<file path="src/hw/c64_load_pkg.sv">
package c64_load_pkg;

	// ==================================================
	// Download file types, numbered as in the OSD menu
	// ==================================================
	typedef enum logic [7:0] {
		DL_PRG = 8'd4,
		DL_TAP = 8'd6
	} dl_index_e;

	// Program loader phases
	typedef enum logic [2:0] {
		LD_IDLE,
		LD_HDR_LO,
		LD_HDR_HI,
		LD_DATA,
		LD_INJECT
	} loader_state_e;

	// Tape transport
	typedef enum logic [1:0] {
		TP_EMPTY,
		TP_STOPPED,
		TP_PLAYING
	} tape_state_e;

endpackage

</file>
<file path="src/hw/c64_mem_pkg.sv">
package c64_mem_pkg;

	// ==================================================
	// Basic types of the shared memory
	// ==================================================
	typedef logic [7:0] byte_t;

	// 64K main RAM plus a second 64K bank for the tape image
	localparam int ADDR_W_DEF = 17;

	localparam logic [16:0] TAP_BASE_DEF = 17'h10000;

	// ==================================================
	// BASIC zero page pointers, low byte address given
	// ==================================================
	localparam logic [15:0] PTR_TXT = 16'h002B;
	localparam logic [15:0] PTR_VAR = 16'h002D;
	localparam logic [15:0] PTR_ARY = 16'h002F;
	localparam logic [15:0] PTR_STR = 16'h0031;
	localparam logic [15:0] PTR_SAVE = 16'h00AC;
	localparam logic [15:0] PTR_LOAD_END = 16'h00AE;

	// Start of BASIC text after a cold start
	localparam logic [15:0] TXT_START_DEF = 16'h0801;

endpackage

</file>
<file path="src/hw/mem_port_if.sv">
`timescale 1ns/1ps

interface mem_port_if
	import c64_mem_pkg::*;
#(
	parameter int ADDR_W = ADDR_W_DEF
) ();

	// Request side, held until gnt
	logic              req;
	logic              we;
	logic [ADDR_W-1:0] addr;
	byte_t             wdata;

	// Arbiter side
	logic              gnt;
	byte_t             rdata;
	logic              rvalid;

	modport requester (
		output req, we, addr, wdata,
		input  gnt, rdata, rvalid
	);

	modport arbiter (
		input  req, we, addr, wdata,
		output gnt, rdata, rvalid
	);

endinterface

</file>
<file path="src/hw/tape_player.sv">
`timescale 1ns/1ps

module tape_player
	import c64_mem_pkg::*;
	import c64_load_pkg::*;
#(
	parameter int                ADDR_W     = ADDR_W_DEF,
	parameter logic [ADDR_W-1:0] TAP_BASE   = ADDR_W'(TAP_BASE_DEF),
	parameter int                TAPE_TICK  = 4,
	parameter int                FIFO_DEPTH = 4
) (
	input  logic              clk_sys,
	input  logic              RESET,
	input  logic              tap_done_i,
	input  logic [ADDR_W-1:0] tap_len_i,
	input  logic              tape_play_i,
	mem_port_if.requester     mem,
	output logic              cass_pulse_o,
	output logic              tape_loaded_o,
	output logic              tape_playing_o
);

	localparam int PTR_W  = (FIFO_DEPTH > 1) ? $clog2(FIFO_DEPTH) : 1;
	localparam int TICK_W = $clog2(TAPE_TICK + 1);

	tape_state_e       state;
	logic [ADDR_W-1:0] fetch_addr;
	logic [ADDR_W-1:0] fetch_left;
	logic [ADDR_W-1:0] play_left;
	logic              rd_wait;
	logic              discard;
	byte_t             fifo_mem [FIFO_DEPTH];
	logic [PTR_W-1:0]  rd_ptr;
	logic [PTR_W-1:0]  wr_ptr;
	logic [PTR_W:0]    fifo_cnt;
	logic              timer_active;
	logic [8:0]        units;
	logic [TICK_W-1:0] tick;
	logic              playing;
	logic              push;
	logic              pop;
	logic              fire;
	logic              fetch_go;
	byte_t             head;

	function automatic logic [PTR_W-1:0] next_ptr(input logic [PTR_W-1:0] p);
		return (p == PTR_W'(FIFO_DEPTH - 1)) ? '0 : p + 1'b1;
	endfunction

	always_comb begin
		playing = (state == TP_PLAYING);
		head    = fifo_mem[rd_ptr];
		push    = rd_wait && mem.rvalid && !discard;
		fire    = playing && timer_active && (tick == '0) && (units == 9'd1);
		// Reload in the pulse cycle keeps intervals back to back
		pop     = (fifo_cnt != '0) && (!timer_active || fire);
		// Only one read in flight, so one free slot is enough
		fetch_go = (state != TP_EMPTY) && (fetch_left != '0) && !mem.req && !rd_wait &&
			!discard && (fifo_cnt < FIFO_DEPTH);
	end

	always_ff @(posedge clk_sys) begin
		if (push) begin
			fifo_mem[wr_ptr] <= mem.rdata;
		end
	end

	// ==================================================
	// Fetch, queue and pulse timing
	// ==================================================
	always_ff @(posedge clk_sys) begin
		if (RESET) begin
			state        <= TP_EMPTY;
			mem.req      <= 1'b0;
			rd_wait      <= 1'b0;
			discard      <= 1'b0;
			fetch_left   <= '0;
			play_left    <= '0;
			rd_ptr       <= '0;
			wr_ptr       <= '0;
			fifo_cnt     <= '0;
			timer_active <= 1'b0;
			cass_pulse_o <= 1'b0;
		end else begin
			if (mem.gnt) begin
				mem.req <= 1'b0;
				rd_wait <= 1'b1;
			end
			if (mem.rvalid) begin
				rd_wait <= 1'b0;
				discard <= 1'b0;
			end

			if (tap_done_i) begin
				// Rewind; a read of the old image still in flight gets dropped
				state        <= (tap_len_i != '0) ? TP_PLAYING : TP_EMPTY;
				fetch_addr   <= '0;
				fetch_left   <= tap_len_i;
				play_left    <= tap_len_i;
				rd_ptr       <= '0;
				wr_ptr       <= '0;
				fifo_cnt     <= '0;
				timer_active <= 1'b0;
				cass_pulse_o <= 1'b0;
				discard      <= mem.req || (rd_wait && !mem.rvalid);
			end else begin
				cass_pulse_o <= fire;

				if (fetch_go) begin
					mem.req    <= 1'b1;
					mem.addr   <= TAP_BASE + fetch_addr;
					fetch_addr <= fetch_addr + 1'b1;
					fetch_left <= fetch_left - 1'b1;
				end

				if (push) begin
					wr_ptr <= next_ptr(wr_ptr);
				end
				fifo_cnt <= fifo_cnt + (PTR_W + 1)'(push) - (PTR_W + 1)'(pop);

				// Byte value 0 stands for 256 units
				if (pop) begin
					rd_ptr       <= next_ptr(rd_ptr);
					units        <= (head == 8'd0) ? 9'd256 : {1'b0, head};
					tick         <= TICK_W'(TAPE_TICK - 1);
					timer_active <= 1'b1;
				end else if (fire) begin
					timer_active <= 1'b0;
				end else if (playing && timer_active) begin
					if (tick == '0) begin
						tick  <= TICK_W'(TAPE_TICK - 1);
						units <= units - 9'd1;
					end else begin
						tick <= tick - 1'b1;
					end
				end

				if (fire) begin
					play_left <= play_left - 1'b1;
				end

				if (fire && play_left == ADDR_W'(1)) begin
					state <= TP_EMPTY;
				end else if (tape_play_i && state == TP_PLAYING) begin
					state <= TP_STOPPED;
				end else if (tape_play_i && state == TP_STOPPED) begin
					state <= TP_PLAYING;
				end
			end
		end
	end

	assign mem.we         = 1'b0;
	assign mem.wdata      = '0;
	assign tape_loaded_o  = (state != TP_EMPTY);
	assign tape_playing_o = playing;

endmodule

</file>
<file path="src/flat_wrapper.sv">
// flat-port wrapper written by rule: the top's interface ports become plain ports
module tape_player_flat import c64_mem_pkg::*; import c64_load_pkg::*;
#(
	parameter int                ADDR_W     = ADDR_W_DEF,
	parameter logic [ADDR_W-1:0] TAP_BASE   = ADDR_W'(TAP_BASE_DEF),
	parameter int                TAPE_TICK  = 4,
	parameter int                FIFO_DEPTH = 4
)
  (clk_sys, RESET, tap_done_i, tap_len_i, tape_play_i, cass_pulse_o, tape_loaded_o, tape_playing_o, mem_req, mem_we, mem_addr, mem_wdata, mem_gnt, mem_rdata, mem_rvalid);
  mem_port_if #(.ADDR_W(ADDR_W)) mem_i ();
  input  logic clk_sys;
  input  logic RESET;
  input  logic tap_done_i;
  input  logic [ADDR_W-1:0] tap_len_i;
  input  logic tape_play_i;
  output logic cass_pulse_o;
  output logic tape_loaded_o;
  output logic tape_playing_o;
  output wire logic [$bits(mem_i.req)-1:0] mem_req;
  output wire logic [$bits(mem_i.we)-1:0] mem_we;
  output wire logic [$bits(mem_i.addr)-1:0] mem_addr;
  output wire logic [$bits(mem_i.wdata)-1:0] mem_wdata;
  input wire logic [$bits(mem_i.gnt)-1:0] mem_gnt;
  input wire logic [$bits(mem_i.rdata)-1:0] mem_rdata;
  input wire logic [$bits(mem_i.rvalid)-1:0] mem_rvalid;
  assign mem_req = mem_i.req;
  assign mem_we = mem_i.we;
  assign mem_addr = mem_i.addr;
  assign mem_wdata = mem_i.wdata;
  assign mem_i.gnt = mem_gnt;
  assign mem_i.rdata = mem_rdata;
  assign mem_i.rvalid = mem_rvalid;
  tape_player #(.ADDR_W(ADDR_W), .TAP_BASE(TAP_BASE), .TAPE_TICK(TAPE_TICK), .FIFO_DEPTH(FIFO_DEPTH)) u_core (.clk_sys(clk_sys), .RESET(RESET), .tap_done_i(tap_done_i), .tap_len_i(tap_len_i), .tape_play_i(tape_play_i), .mem(mem_i), .cass_pulse_o(cass_pulse_o), .tape_loaded_o(tape_loaded_o), .tape_playing_o(tape_playing_o));
endmodule
</file>
<file path="config.mk">
export PLATFORM = sky130hd
export DESIGN_NAME = tape_player_flat
export DESIGN_NICKNAME = d
export VERILOG_FILES = /design/src/hw/c64_load_pkg.sv /design/src/hw/c64_mem_pkg.sv /design/src/hw/mem_port_if.sv /design/src/hw/tape_player.sv /design/src/flat_wrapper.sv
export SDC_FILE = /design/constraint.sdc
export NUM_CORES = 1
export LEC_CHECK = 0
export BUFFER_PORTS_ARGS = -buffer_cell sky130_fd_sc_hd__buf_2
export CAP_MARGIN = 20
export CORE_MARGIN = 5
export CORE_UTILIZATION = 50
export DETAILED_ROUTE_END_ITERATION = 10
export PLACE_DENSITY = 0.68
export REMOVE_ABC_BUFFERS = 1
export SYNTH_ARGS = -nofsm -noshare
export SYNTH_HDL_FRONTEND = slang
export SYNTH_SLANG_ARGS = --single-unit
export TNS_END_PERCENT = 20
</file>
<file path="constraint.sdc">
create_clock -name clk_sys -period 3.7 [get_ports clk_sys]
set_input_delay 0.925 -clock clk_sys [delete_from_list [all_inputs] [get_ports clk_sys]]
set_output_delay 0.925 -clock clk_sys [all_outputs]
set_load 0.05 [all_outputs]
</file>
# Word-level counts from Yosys, hierarchy flattened
# Memories as Yosys holds them, arrays and structs flattened. A register that Yosys moved wholly into a read port is not among the register bits.
# Cells that the tools add are included.
[totals]
reg_bits = 94
mem_bits_rw = 32
input_bits = 31
out_inout_bits = 30
wordCells = 108
n_memories = 1
[op_classes]
add_sub_neg = 10
n_lt_le_gt_ge = 1
eq_ne = 7
mux = 31
n_bitwise = 2
reduce_logical = 41
[memory_table]
columns = ["memory", "depth", "width", "rd", "rd_clocked_by_memory_dff", "write_ports", "line", "rtl"]
rows = [
  ["u_core.fifo_mem", 4, 8, 1, 1, 1, "tape_player.sv:32", "byte_t fifo_mem [FIFO_DEPTH];"],
]
[ops]
columns = ["operator", "count"]
rows = [
  ["$mux 17", 5],
  ["$mux 9", 5],
  ["$reduce_bool 17->1", 2],
  ["$sub 17x1->17 const B", 2],
  ["$mux 2", 9],
  ["$add 17x1->17 const B", 1],
  ["$add 17x17->17 const A", 1],
  ["$eq 17x1->1 const B", 1],
  ["$logic_and 1x1->1", 15],
  ["$reduce_bool 2->1", 7],
  ["$eq 9x1->1 const B", 1],
  ["$mux 1", 9],
  ["$mux 3", 3],
  ["$sub 9x1->9 const B", 1],
  ["$logic_not 8->1", 1],
  ["$eq 2x2->1 const B", 3],
  ["$logic_not 1->1", 5],
  ["$reduce_and 5->1", 1],
  ["$add 2x1->2 const B", 2],
  ["$reduce_and 4->1", 1],
  ["$reduce_bool 4->1", 1],
  ["$reduce_or 2->1", 2],
  ["$add 3x1->3", 1],
  ["$logic_not 3->1", 1],
  ["other kinds (10)", 12],
]

# Logic depth before layout (Yosys ltp)
# Gate-level depths: netlist (run 1).
[logic_depth]
depth_word = 8
ltp_mapped = 14
ltp_nobuf = 14

# Worst setup path before layout (run 1)
# Ideal clock, no wire load.
[synth_timing]
path_kind = "input -> register"
start = "input port tap_done_i"
end = "register u_core.mem.addr[0] (enable)"
setup_ns = 0.391
arrival_ns = 2.494
required_ns = 3.309
setup_slack_ns = 0.816
cell_stages = 5
path_buffers = 3
path_cell_list = "clkbuf_1 -> or2_2 -> clkbuf_1 -> clkbuf_1 -> nor2_1"
[synth_between]
elab_chain_cells = 2
[synth_lines]
columns = ["item", "line", "rtl"]
rows = [
  ["start: declaration", "flat_wrapper.sv:13", "input logic tap_done_i;"],
  ["$not 1->1 (no source line)", "-", ""],
  ["$reduce_and 3->1 (no source line)", "-", ""],
  ["end signal: assignment", "tape_player.sv:111", "mem.addr <= TAP_BASE + fetch_addr;"],
  ["end: declaration", "mem_port_if.sv:21", "output req, we, addr, wdata,"],
]
# Every way passes these cells.
# A chain may end at the register's enable or synchronous reset.

# Final worst setup path (run 1)
[layout_timing]
start = "register u_core.tick[0]"
end = "register u_core.fifo_cnt[2]"
[layout_between]
elab_chain_cells = 6
[layout_lines]
columns = ["item", "line", "rtl"]
rows = [
  ["start: declaration", "tape_player.sv:38", "logic [TICK_W-1:0] tick;"],
  ["start signal: assignment", "tape_player.sv:125", "tick <= TICK_W'(TAPE_TICK - 1);"],
  ["start signal: assignment", "tape_player.sv:131", "tick <= TICK_W'(TAPE_TICK - 1);"],
  ["start signal: assignment", "tape_player.sv:134", "tick <= tick - 1'b1;"],
  ["$logic_not 3->1", "tape_player.sv:54", "fire = playing && timer_active && (tick == '0) && (units == 9'd1);"],
  ["$logic_and 1x1->1 (2 in series)", "tape_player.sv:54", ""],
  ["$logic_or 1x1->1", "tape_player.sv:56", "pop = (fifo_cnt != '0) && (!timer_active || fire);"],
  ["$logic_and 1x1->1", "tape_player.sv:56", ""],
  ["named net u_core.pop", "tape_player.sv:41", "logic pop;"],
  ["$sub 3x1->3", "tape_player.sv:119", "fifo_cnt <= fifo_cnt + (PTR_W + 1)'(push) - (PTR_W + 1)'(pop);"],
  ["end signal: assignment", "tape_player.sv:119", ""],
  ["end: declaration", "tape_player.sv:35", "logic [PTR_W:0] fifo_cnt;"],
]
# The timed path passes the listed nets, and every way through them passes these cells.

==> flow_metrics.tcl, run 1 <==
set metrics [dict create \
    num_antenna_cells 0 \
    power_frac_seq 0.445 \
    ir_worst_vdd_mv 0.346 \
    grt_usage 0.171 \
    synth_edf_count 78 \
    clock-sinks 128 \
    finalClockSkew_ns 0.00799 \
    power.switching_w 0.00114 \
    cp-start-kind "register" \
    cts_root_buf "clkbuf_16" \
    die_y_um 120 \
    finalSetupViolCount 0 \
    dp_hpwl_um 8430 \
    drt-pass1-iter-count 5 \
    ys_top_cells_by_area "edfxtp_1 39%, dfxtp_1 17%, xnor2_1 4.1%" \
    status "finished, final reports clean" \
    grt_pass1_wl_um 19400 \
    synth_mux_area_frac 0.0365 \
    synthSimpleGateAreaFrac 0.163 \
    hp-class "register to register" \
    worstMarginPinSlew_ns 0.783 \
    nets 640 \
    drv_slew 0 \
    overflow 0 \
    synthFlopType "edfxtp_1" \
    critPathArrivalTime_ns 3.23 \
    regArea_um2 3340 \
    globalplace.congestion 0.851 \
    slew_headroom 0.478 \
    rows 40 \
    p_leak_nw 2.56 \
    cts_hold_buffers 0 \
    core_area_um2 11900 \
    routedWlPerCell_um 15.6 \
    nFillCells 1019 \
    power.density_nw_per_um2 565 \
    drt_iter0_markers 285 \
    ant_nets 0 \
    clock_path_buffers 2 \
    clk_pin_slew_worst_paths_ns 0.06 \
    hold_viol_final 0 \
    cts_tree "yes" \
    crit_path_end_kind "register" \
    cp_data_required_time_ns 4.00 \
    dieArea_um2 14400 \
    htreeDepth 4 \
    yosysUniqueCellTypes 51 \
    min_period_over_period 0.791 \
    post_cts_resized 0 \
    cts_setup_buffers 0 \
    wl_met1_um 5490 \
    synth_top_family_by_area "simple AND/OR/NAND/NOR gates" \
    fin_crit_ns 2.93 \
    via_count 4146 \
    wl_met2_um 5530 \
    viasPerCell 5.51 \
    synth_compound_gate_area_share 0.0968 \
    yosysTopAreaCell "edfxtp_1" \
    pwr-share-clk 0.380 \
    routed_wl_um 11800 \
    initial_core_util 0.507 \
    synthAdderAreaFrac 0.0365 \
    syn_avg_cell_area_um2 11.2 \
    yosysSeqAreaShare 0.554 \
    fmax_mhz 342 \
    syn2layout_area_growth_pct 14.9 \
    die_x_um 120 \
    drive_above_1_share 0.182 \
    cts-buffers-inserted 17 \
    multi_input_area_um2 2420 \
    grt_start_max_net_pins 34 \
    grt_pass1_vias 4094 \
    syn_area_um2 6040 \
    crit_type "register to register" \
    syn_inst 540 \
    wl_met3_um 568 \
    dpl_cell_area_um2 6400 \
    maxUsedRoutingLayer "met4" \
    cap_violations 0 \
    post-route-cell-area_um2 6940 \
    io_buffers 51 \
    clk_latency_ns 0.41 \
    pin_count 61 \
    yosysTopAreaCellShare 0.388 \
    grt_antenna_before_repair 0 \
    comb_power_share 0.176 \
    synthArstFlopShare 0 \
    yosysWarnings 0 \
    crit_fanout 19 \
    fin_tns_setup_ns 0 \
    drc 0 \
    rsz0062_at_grt "no" \
    ys_seq_elements 128 \
    p_int_w 0.00279 \
    swShare 0.290 \
    synthXorXnorAreaFrac 0.0624 \
]
==> through the flow <==
stage	hold slack (ns)	setup slack, ns	utilization	cells	total power [W]
global route	0.503	0.628	0.583	752	0.00413
finish	0.478	0.772	0.583	752	0.00392
detailed placement	0.470	0.780	0.537	720	0.00246
global placement	0.471	0.881	0.537	720	0.00243
CTS	0.479	0.771	0.583	752	0.00395
floorplan	0.441	0.393	-	515	0.00227
==> cells in the mapped netlist (all sizes together), types with 2 or more instances <==
master / n
o211ai: 2
clkbuf: 21
mux4: 8
nor4: 24
buf: 12
edfxtp: 78
or2: 3
and4: 5
a21boi: 18
nand3: 11
xor2: 15
nor2b: 2
xnor2: 28
nor3: 18
inv: 38
nand2: 21
nand4: 10
ha: 16
nor2: 52
o31a: 13
dfxtp: 50
or3: 9
a21oi: 40
o21a: 6
nor4b: 3
mux2i: 4
nand2b: 4
or4: 5
o21ai: 3
and2: 8
and3b: 3
==> power by group through the flow <==
stage          registers (W)  logic, W  clock network [W]
2_1_floorplan        0.00177  0.000495                  0
3_3_place_gp         0.00177  0.000666                  0
3_5_place_dp         0.00177  0.000685                  0
4_1_cts              0.00174  0.000692            0.00152
5_1_grt              0.00176  0.000774            0.00160
6_report             0.00174  0.000690            0.00149
==> kinds of logic (layout without fill, tap and decap cells) <==
logic type,Yosys count,in the layout
AND/OR/NAND/NOR,180,180
other,1,9
adder cells (fa/ha/maj),17,17
AO/OA/AOI/OAI,88,88
XOR/XNOR,43,43
multiplexers,12,12
buffers and inverters,71,128
flip-flops,128,128
==> flip-flops by register name, summed over array words and instances (netlist names), named ones only <==
signal / count
u_core.fetch_left: 17
u_core.rd_wait: 1
u_core.state: 2
u_core.mem.addr: 17
u_core.cass_pulse_o: 1
u_core.fifo_cnt: 3
u_core.fifo_mem: 32
u_core.mem.req: 1
u_core.discard: 1
u_core.tick: 3
u_core.wr_ptr: 2
u_core.rd_ptr: 2
u_core.units: 9
u_core.play_left: 17
u_core.fetch_addr: 17
u_core.timer_active: 1
==> cell usage in the layout (no fill, tap or decap), types with 3 or more instances in the layout <==
cell type,count
nand4_1,10
nand2b_1,4
buf_4,7
a21oi_1,40
inv_1,38
nand3_1,11
and2_1,8
xor2_1,15
or2_2,3
nor2_1,52
inv_6,3
edfxtp_1,78
nand2_1,21
nor3_1,18
xnor2_1,28
a21boi_0,17
conb_1,9
clkinv_4,4
o21a_1,6
nor4_1,21
or3_1,7
clkbuf_16,17
o21ai_0,3
mux2i_1,4
mux4_2,8
o31a_1,13
clkinvlp_4,5
ha_1,16
nor4b_1,3
and3b_1,3
buf_2,51
clkinv_2,3
and4_1,5
dfxtp_1,50
==> final timing paths <==
| check | startpoint | end | slack [ns] | cells past startpoint |
|---|---|---|---|---|
| hold / removal | u_core.timer_active | u_core.timer_active | 0.48 | 2 |
| setup reg to reg | u_core.tick[0] | u_core.fifo_cnt[2] | 0.77 | 15 |
| setup / recovery | u_core.tick[0] | u_core.fifo_cnt[2] | 0.77 | 15 |
| hold reg to reg | u_core.timer_active | u_core.timer_active | 0.48 | 2 |
==> cell type report <==
| cell class | count | share of cell area |
|---|---|---|
| Multi-Input combinational cell | 349 | 0.349 |
| Clock buffer | 17 | 0.0613 |
| Timing Repair Buffer | 58 | 0.0444 |
| Clock inverter | 15 | 0.0164 |
| Sequential cell | 128 | 0.482 |
| Inverter | 38 | 0.0206 |
| Tap cell | 147 | 0.0265 |
==> worst max-delay path, cell delays in order, from the launching register on <==
cell and delay [ns]:
edfxtp_1 0.35, inv_1 0.05, ha_1 0.19, ha_1 0.22, and3b_1 0.18, nand4_1 0.09
buf_4 0.23, a21o_1 0.16, inv_1 0.08, ha_1 0.28, inv_1 0.04, ha_1 0.18
fa_1 0.37, xnor2_1 0.20, xnor2_1 0.14, nor2_1 0.05
==> routing by layer <==
| layer | track usage | vias up |
|---|---|---|
| met2 | 0.273 | 108 |
| met5 | 0 | - |
| met1 | 0.220 | 1981 |
| met3 | 0.0490 | 13 |
| met4 | 0.0709 | 0 |
| li1 | - | 2044 |
Power figures use the tool's default switching activity.
==> inputs of run 2 (changes only) <==
- clock period: 3.7 -> 2.79 ns (I/O delays scaled with it)
==> flow_metrics.tcl, run 2 (same netlist as run 1, synthesis figures left out) <==
set metrics [dict create \
    power.density_nw_per_um2 808 \
    hp-class "register to register" \
    cts-buffers-inserted 17 \
    die_y_um 120 \
    layout_common_cells "78 x edfxtp_1, 52 x nor2_1, 51 x buf_2" \
    die_x_um 120 \
    worstReg2RegStart "u_core.tick[0]" \
    drc 0 \
    syn2layout_area_growth_pct 17.8 \
    r2r_end "u_core.fifo_cnt[2]" \
    drive_above_1_share 0.192 \
    fin_crit_ns 2.59 \
    dieArea_um2 14400 \
    pin_count 61 \
    regMostFlops "u_core.fifo_mem" \
    nets 645 \
    critPathArrivalTime_ns 2.89 \
    drv_slew 0 \
    power.switching_w 0.00149 \
    htreeDepth 4 \
    power_frac_seq 0.403 \
    drt-pass1-iter-count 4 \
    nFillCells 953 \
    crit_path_end_kind "register" \
    fmax_mhz 386 \
    finalClockSkew_ns 0.00965 \
    cp_data_required_time_ns 3.09 \
    clock-sinks 128 \
    final_common_cell "edfxtp_1" \
    post-route-cell-area_um2 7110 \
    swShare 0.259 \
    cts_root_buf "clkbuf_16" \
    rows 40 \
    hold_viol_final 0 \
    io_buffers 51 \
    worstMarginPinSlew_ns 0.566 \
    dpl_cell_area_um2 6430 \
    min_period_over_period 0.929 \
    drt_iter0_markers 305 \
    crit_type "register to register" \
    via_count 4103 \
    clk_pin_slew_worst_paths_ns 0.06 \
    ir_worst_vdd_mv 0.459 \
    crit_fanout 4 \
    routed_wl_um 11800 \
    grt_pass1_vias 4038 \
    reg2reg_depth 14 \
    power_w 0.00575 \
    dp_hpwl_um 8260 \
    cts_tree "yes" \
    finalSetupViolCount 0 \
    ant_nets 0 \
    overflow 0 \
    num_antenna_cells 0 \
    p_int_w 0.00426 \
    initial_core_util 0.507 \
    whs_path_depth 2 \
    cts_hold_buffers 0 \
    grt_usage 0.176 \
    clock_path_buffers 2 \
    p_leak_nw 2.65 \
    clk_latency_ns 0.42 \
    pwr-share-clk 0.431 \
    slew_headroom 0.622 \
    largest_reg_flops 32 \
    worstHoldEndpoint "u_core.timer_active" \
    globalplace.congestion 0.915 \
    grt_pass1_wl_um 19900 \
    status "finished, final reports clean" \
    routedWlPerCell_um 15.6 \
    core_area_um2 11900 \
    grt_start_max_net_pins 35 \
    hp-start "u_core.timer_active" \
    cap_violations 0 \
    comb_power_share 0.166 \
    viasPerCell 5.42 \
    rrSetupSlack_ns 0.20 \
    cp-start-kind "register" \
    grt_antenna_before_repair 0 \
    rsz0062_at_grt "no" \
]
==> run 2: changes by cell type in the layout (fill, tap and decap cells not counted), moves of 2 or more <==
cell / before / now
buf_4: 7 / 12
clkinv_4: 4 / 1
clkinvlp_4: 5 / 2
bufinv_16: 0 / 6
clkinv_1: 0 / 2
==> run 2: how the worst max path moves through the flow <==
stage          cells past startpoint                 end            from
2_1_floorplan                     14  u_core.fifo_cnt[2]  u_core.tick[0]
3_3_place_gp                      14  u_core.fifo_cnt[2]  u_core.tick[0]
3_5_place_dp                      14  u_core.fifo_cnt[2]  u_core.tick[0]
4_1_cts                           14  u_core.fifo_cnt[2]  u_core.tick[0]
5_1_grt                           14  u_core.fifo_cnt[2]  u_core.tick[0]
6_report                          14  u_core.fifo_cnt[2]  u_core.tick[0]
==> run 2: per-stage QoR <==
stage / worst slack (ns) / TNS, ns / utilization / instances / hold WS [ns]
finish: 0.199 / 0 / 0.597 / 757 / 0.466
CTS: 0.0126 / 0 / 0.596 / 756 / 0.466
global route: 0.00402 / 0 / 0.597 / 757 / 0.485
floorplan: -0.517 / -0.905 / - / 515 / 0.441
global placement: 0.173 / 0 / 0.540 / 724 / 0.462
detailed placement: 0.0309 / 0 / 0.540 / 724 / 0.461
==> run 2: layout make-up <==
| class | instances | area [um2] | share of cell area |
|---|---|---|---|
| sequential | 128 | 3340 | 0.470 |
| multi-input combinational | 349 | 2430 | 0.342 |
| clock buffer | 17 | 425 | 0.0598 |
| timing repair buffer | 63 | 345 | 0.0485 |
| clock inverter | 15 | 239 | 0.0336 |
| tap | 147 | 184 | 0.0259 |
| inverter | 38 | 143 | 0.0200 |
==> run 2: per-layer routing <==
layer | global-route usage | share of wire | up-vias
met5 | 0 | 0 | -
met4 | 0.0673 | 0.015 | 0
met3 | 0.0490 | 0.040 | 14
met2 | 0.280 | 0.48 | 82
met1 | 0.230 | 0.46 | 1954
li1 | - | - | 2053
==> run 2: what timing repair did <==
| action | CTS | global route |
|---|---|---|
| buffers inserted | 0 | 1 |
| setup endpoints to repair | 0 | 1 |
| endpoints found under the hold margin | 0 | 0 |
| resized for setup | 0 | 4 |
==> run 2: worst max-delay path, cell delays in order, from the launching register on <==
cell and delay, ns:
edfxtp_1 0.39, inv_1 0.08, ha_1 0.15, ha_2 0.19
and3b_1 0.18, nand4_1 0.13, a21o_1 0.23, inv_2 0.08
ha_1 0.12, inv_1 0.04, ha_1 0.18, fa_2 0.35
xnor2_2 0.14, xnor2_1 0.14, nor2_1 0.05
==> run 2: power groups by stage <==
stage	logic (W)	registers, W	clock network (W)
4_1_cts	0.000934	0.00231	0.00251
5_1_grt	0.00108	0.00234	0.00260
3_5_place_dp	0.000916	0.00235	0
3_3_place_gp	0.000886	0.00234	0
6_report	0.000956	0.00232	0.00248
2_1_floorplan	0.000656	0.00235	0
==> inputs of run 3 (changes only) <==
- CTS_BUF_LIST: not set -> sky130_fd_sc_hd__clkbuf_8
- RECOVER_POWER: not set -> 100
==> flow_metrics.tcl, run 3 (same netlist as run 1, synthesis figures left out) <==
set metrics [dict create \
    worstReg2RegStart "u_core.tick[0]" \
    layout_common_cells "78 x edfxtp_1, 52 x nor2_1, 50 x dfxtp_1" \
    crit_fanout 4 \
    via_count 4116 \
    drt_iter0_markers 337 \
    worstMarginPinSlew_ns 1.13 \
    drv_slew 0 \
    fmax_mhz 383 \
    p_leak_nw 2.46 \
    grt_pass1_vias 3999 \
    crit_type "register to register" \
    clock_path_buffers 2 \
    min_period_over_period 0.937 \
    p_int_w 0.00371 \
    grt_pass1_wl_um 19500 \
    routedWlPerCell_um 15.4 \
    ir_worst_vdd_mv 0.432 \
    cap_violations 0 \
    clk_latency_ns 0.44 \
    dp_hpwl_um 8260 \
    clk_pin_slew_worst_paths_ns 0.08 \
    io_buffers 51 \
    drive_above_1_share 0.134 \
    power.density_nw_per_um2 747 \
    nets 645 \
    rows 40 \
    core_area_um2 11900 \
    routed_wl_um 11700 \
    cp-start-kind "register" \
    num_antenna_cells 0 \
    cts_root_buf "clkbuf_8" \
    final_common_cell "edfxtp_1" \
    comb_power_share 0.182 \
    initial_core_util 0.507 \
    grt_antenna_before_repair 0 \
    drc 0 \
    syn2layout_area_growth_pct 13.6 \
    die_x_um 120 \
    hp-class "primary input to register" \
    swShare 0.275 \
    cp_data_required_time_ns 3.11 \
    pin_count 61 \
    globalplace.congestion 0.915 \
    post-route-cell-area_um2 6860 \
    cts_tree "yes" \
    pwr-share-clk 0.367 \
    largest_reg_flops 32 \
    finalSetupViolCount 0 \
    hold_viol_final 0 \
    critPathArrivalTime_ns 2.94 \
    fin_crit_ns 2.61 \
    overflow 0 \
    cts-buffers-inserted 17 \
    dpl_cell_area_um2 6430 \
    slew_headroom 0.244 \
    status "finished, final reports clean" \
    power_w 0.00513 \
    clock-sinks 128 \
    dieArea_um2 14400 \
    drt-pass1-iter-count 5 \
    cts_hold_buffers 0 \
    htreeDepth 4 \
    power_frac_seq 0.451 \
    hp-start "mem_rvalid" \
    grt_start_max_net_pins 35 \
    viasPerCell 5.44 \
    power.switching_w 0.00141 \
    ant_nets 0 \
    crit_path_end_kind "register" \
    startpoint "u_core.tick[0]" \
    die_y_um 120 \
    regMostFlops "u_core.fifo_mem" \
    grt_usage 0.171 \
    finalClockSkew_ns 0.0108 \
]
run 3: cell type report:
| cell class | instances | area, um2 |
|---|---|---|
| Clock buffer | 17 | 234 |
| Inverter | 38 | 143 |
| Fill cell | 999 | 5050 |
| Sequential cell | 128 | 3340 |
| Tap cell | 147 | 184 |
| Timing Repair Buffer | 63 | 289 |
| Multi-Input combinational cell | 349 | 2420 |
| Clock inverter | 15 | 239 |
run 3: worst max-delay path, stage by stage, from the launching register on:
cell      delay, ns
edfxtp_1       0.40
inv_1          0.08
ha_1           0.16
ha_2           0.20
and3b_1        0.18
nand4_1        0.12
a21o_1         0.23
inv_2          0.08
ha_1           0.12
inv_1          0.04
ha_1           0.19
fa_2           0.35
xnor2_2        0.17
xnor2_1        0.14
nor2_1         0.05
run 3: final timing paths:
| path | end | slack (ns) | depth (start not counted) |
|---|---|---|---|
| max | u_core.fifo_cnt[2] | 0.18 | 14 |
| min | u_core.rd_wait | 0.46 | 2 |
| max reg2reg | u_core.fifo_cnt[2] | 0.18 | 14 |
| min reg2reg | u_core.timer_active | 0.47 | 2 |
run 3: metal layers:
metal,wire length (um),track usage
met1,5420,0.226
met3,527,0.0467
met5,0,0
met2,5560,0.270
met4,141,0.0644
run 3: power groups by stage:
stage	clock, W	sequential [W]	combinational, W
after floorplan	0	0.00235	0.000656
after global placement	0	0.00234	0.000886
after detailed placement	0	0.00235	0.000916
after CTS	0.00192	0.00231	0.000927
after global routing	0.00201	0.00233	0.00106
final	0.00188	0.00231	0.000933
run 3: what timing repair did:
action,4_1_cts,5_1_grt
setup endpoints to repair,0,1
resized for setup,0,4
endpoints found under the hold margin,0,0
setup buffers,0,1
run 3: per-stage QoR:
step / TNS (ns) / setup WS, ns / utilization / hold WS [ns] / std cells
after floorplan: -0.905 / -0.517 / - / 0.441 / 515
after global placement: 0 / 0.173 / 0.540 / 0.462 / 724
after detailed placement: 0 / 0.0309 / 0.540 / 0.461 / 724
after CTS: 0 / 0.00919 / 0.580 / 0.424 / 756
after global routing: -0.00455 / -0.00455 / 0.576 / 0.451 / 757
final: 0 / 0.176 / 0.576 / 0.462 / 757
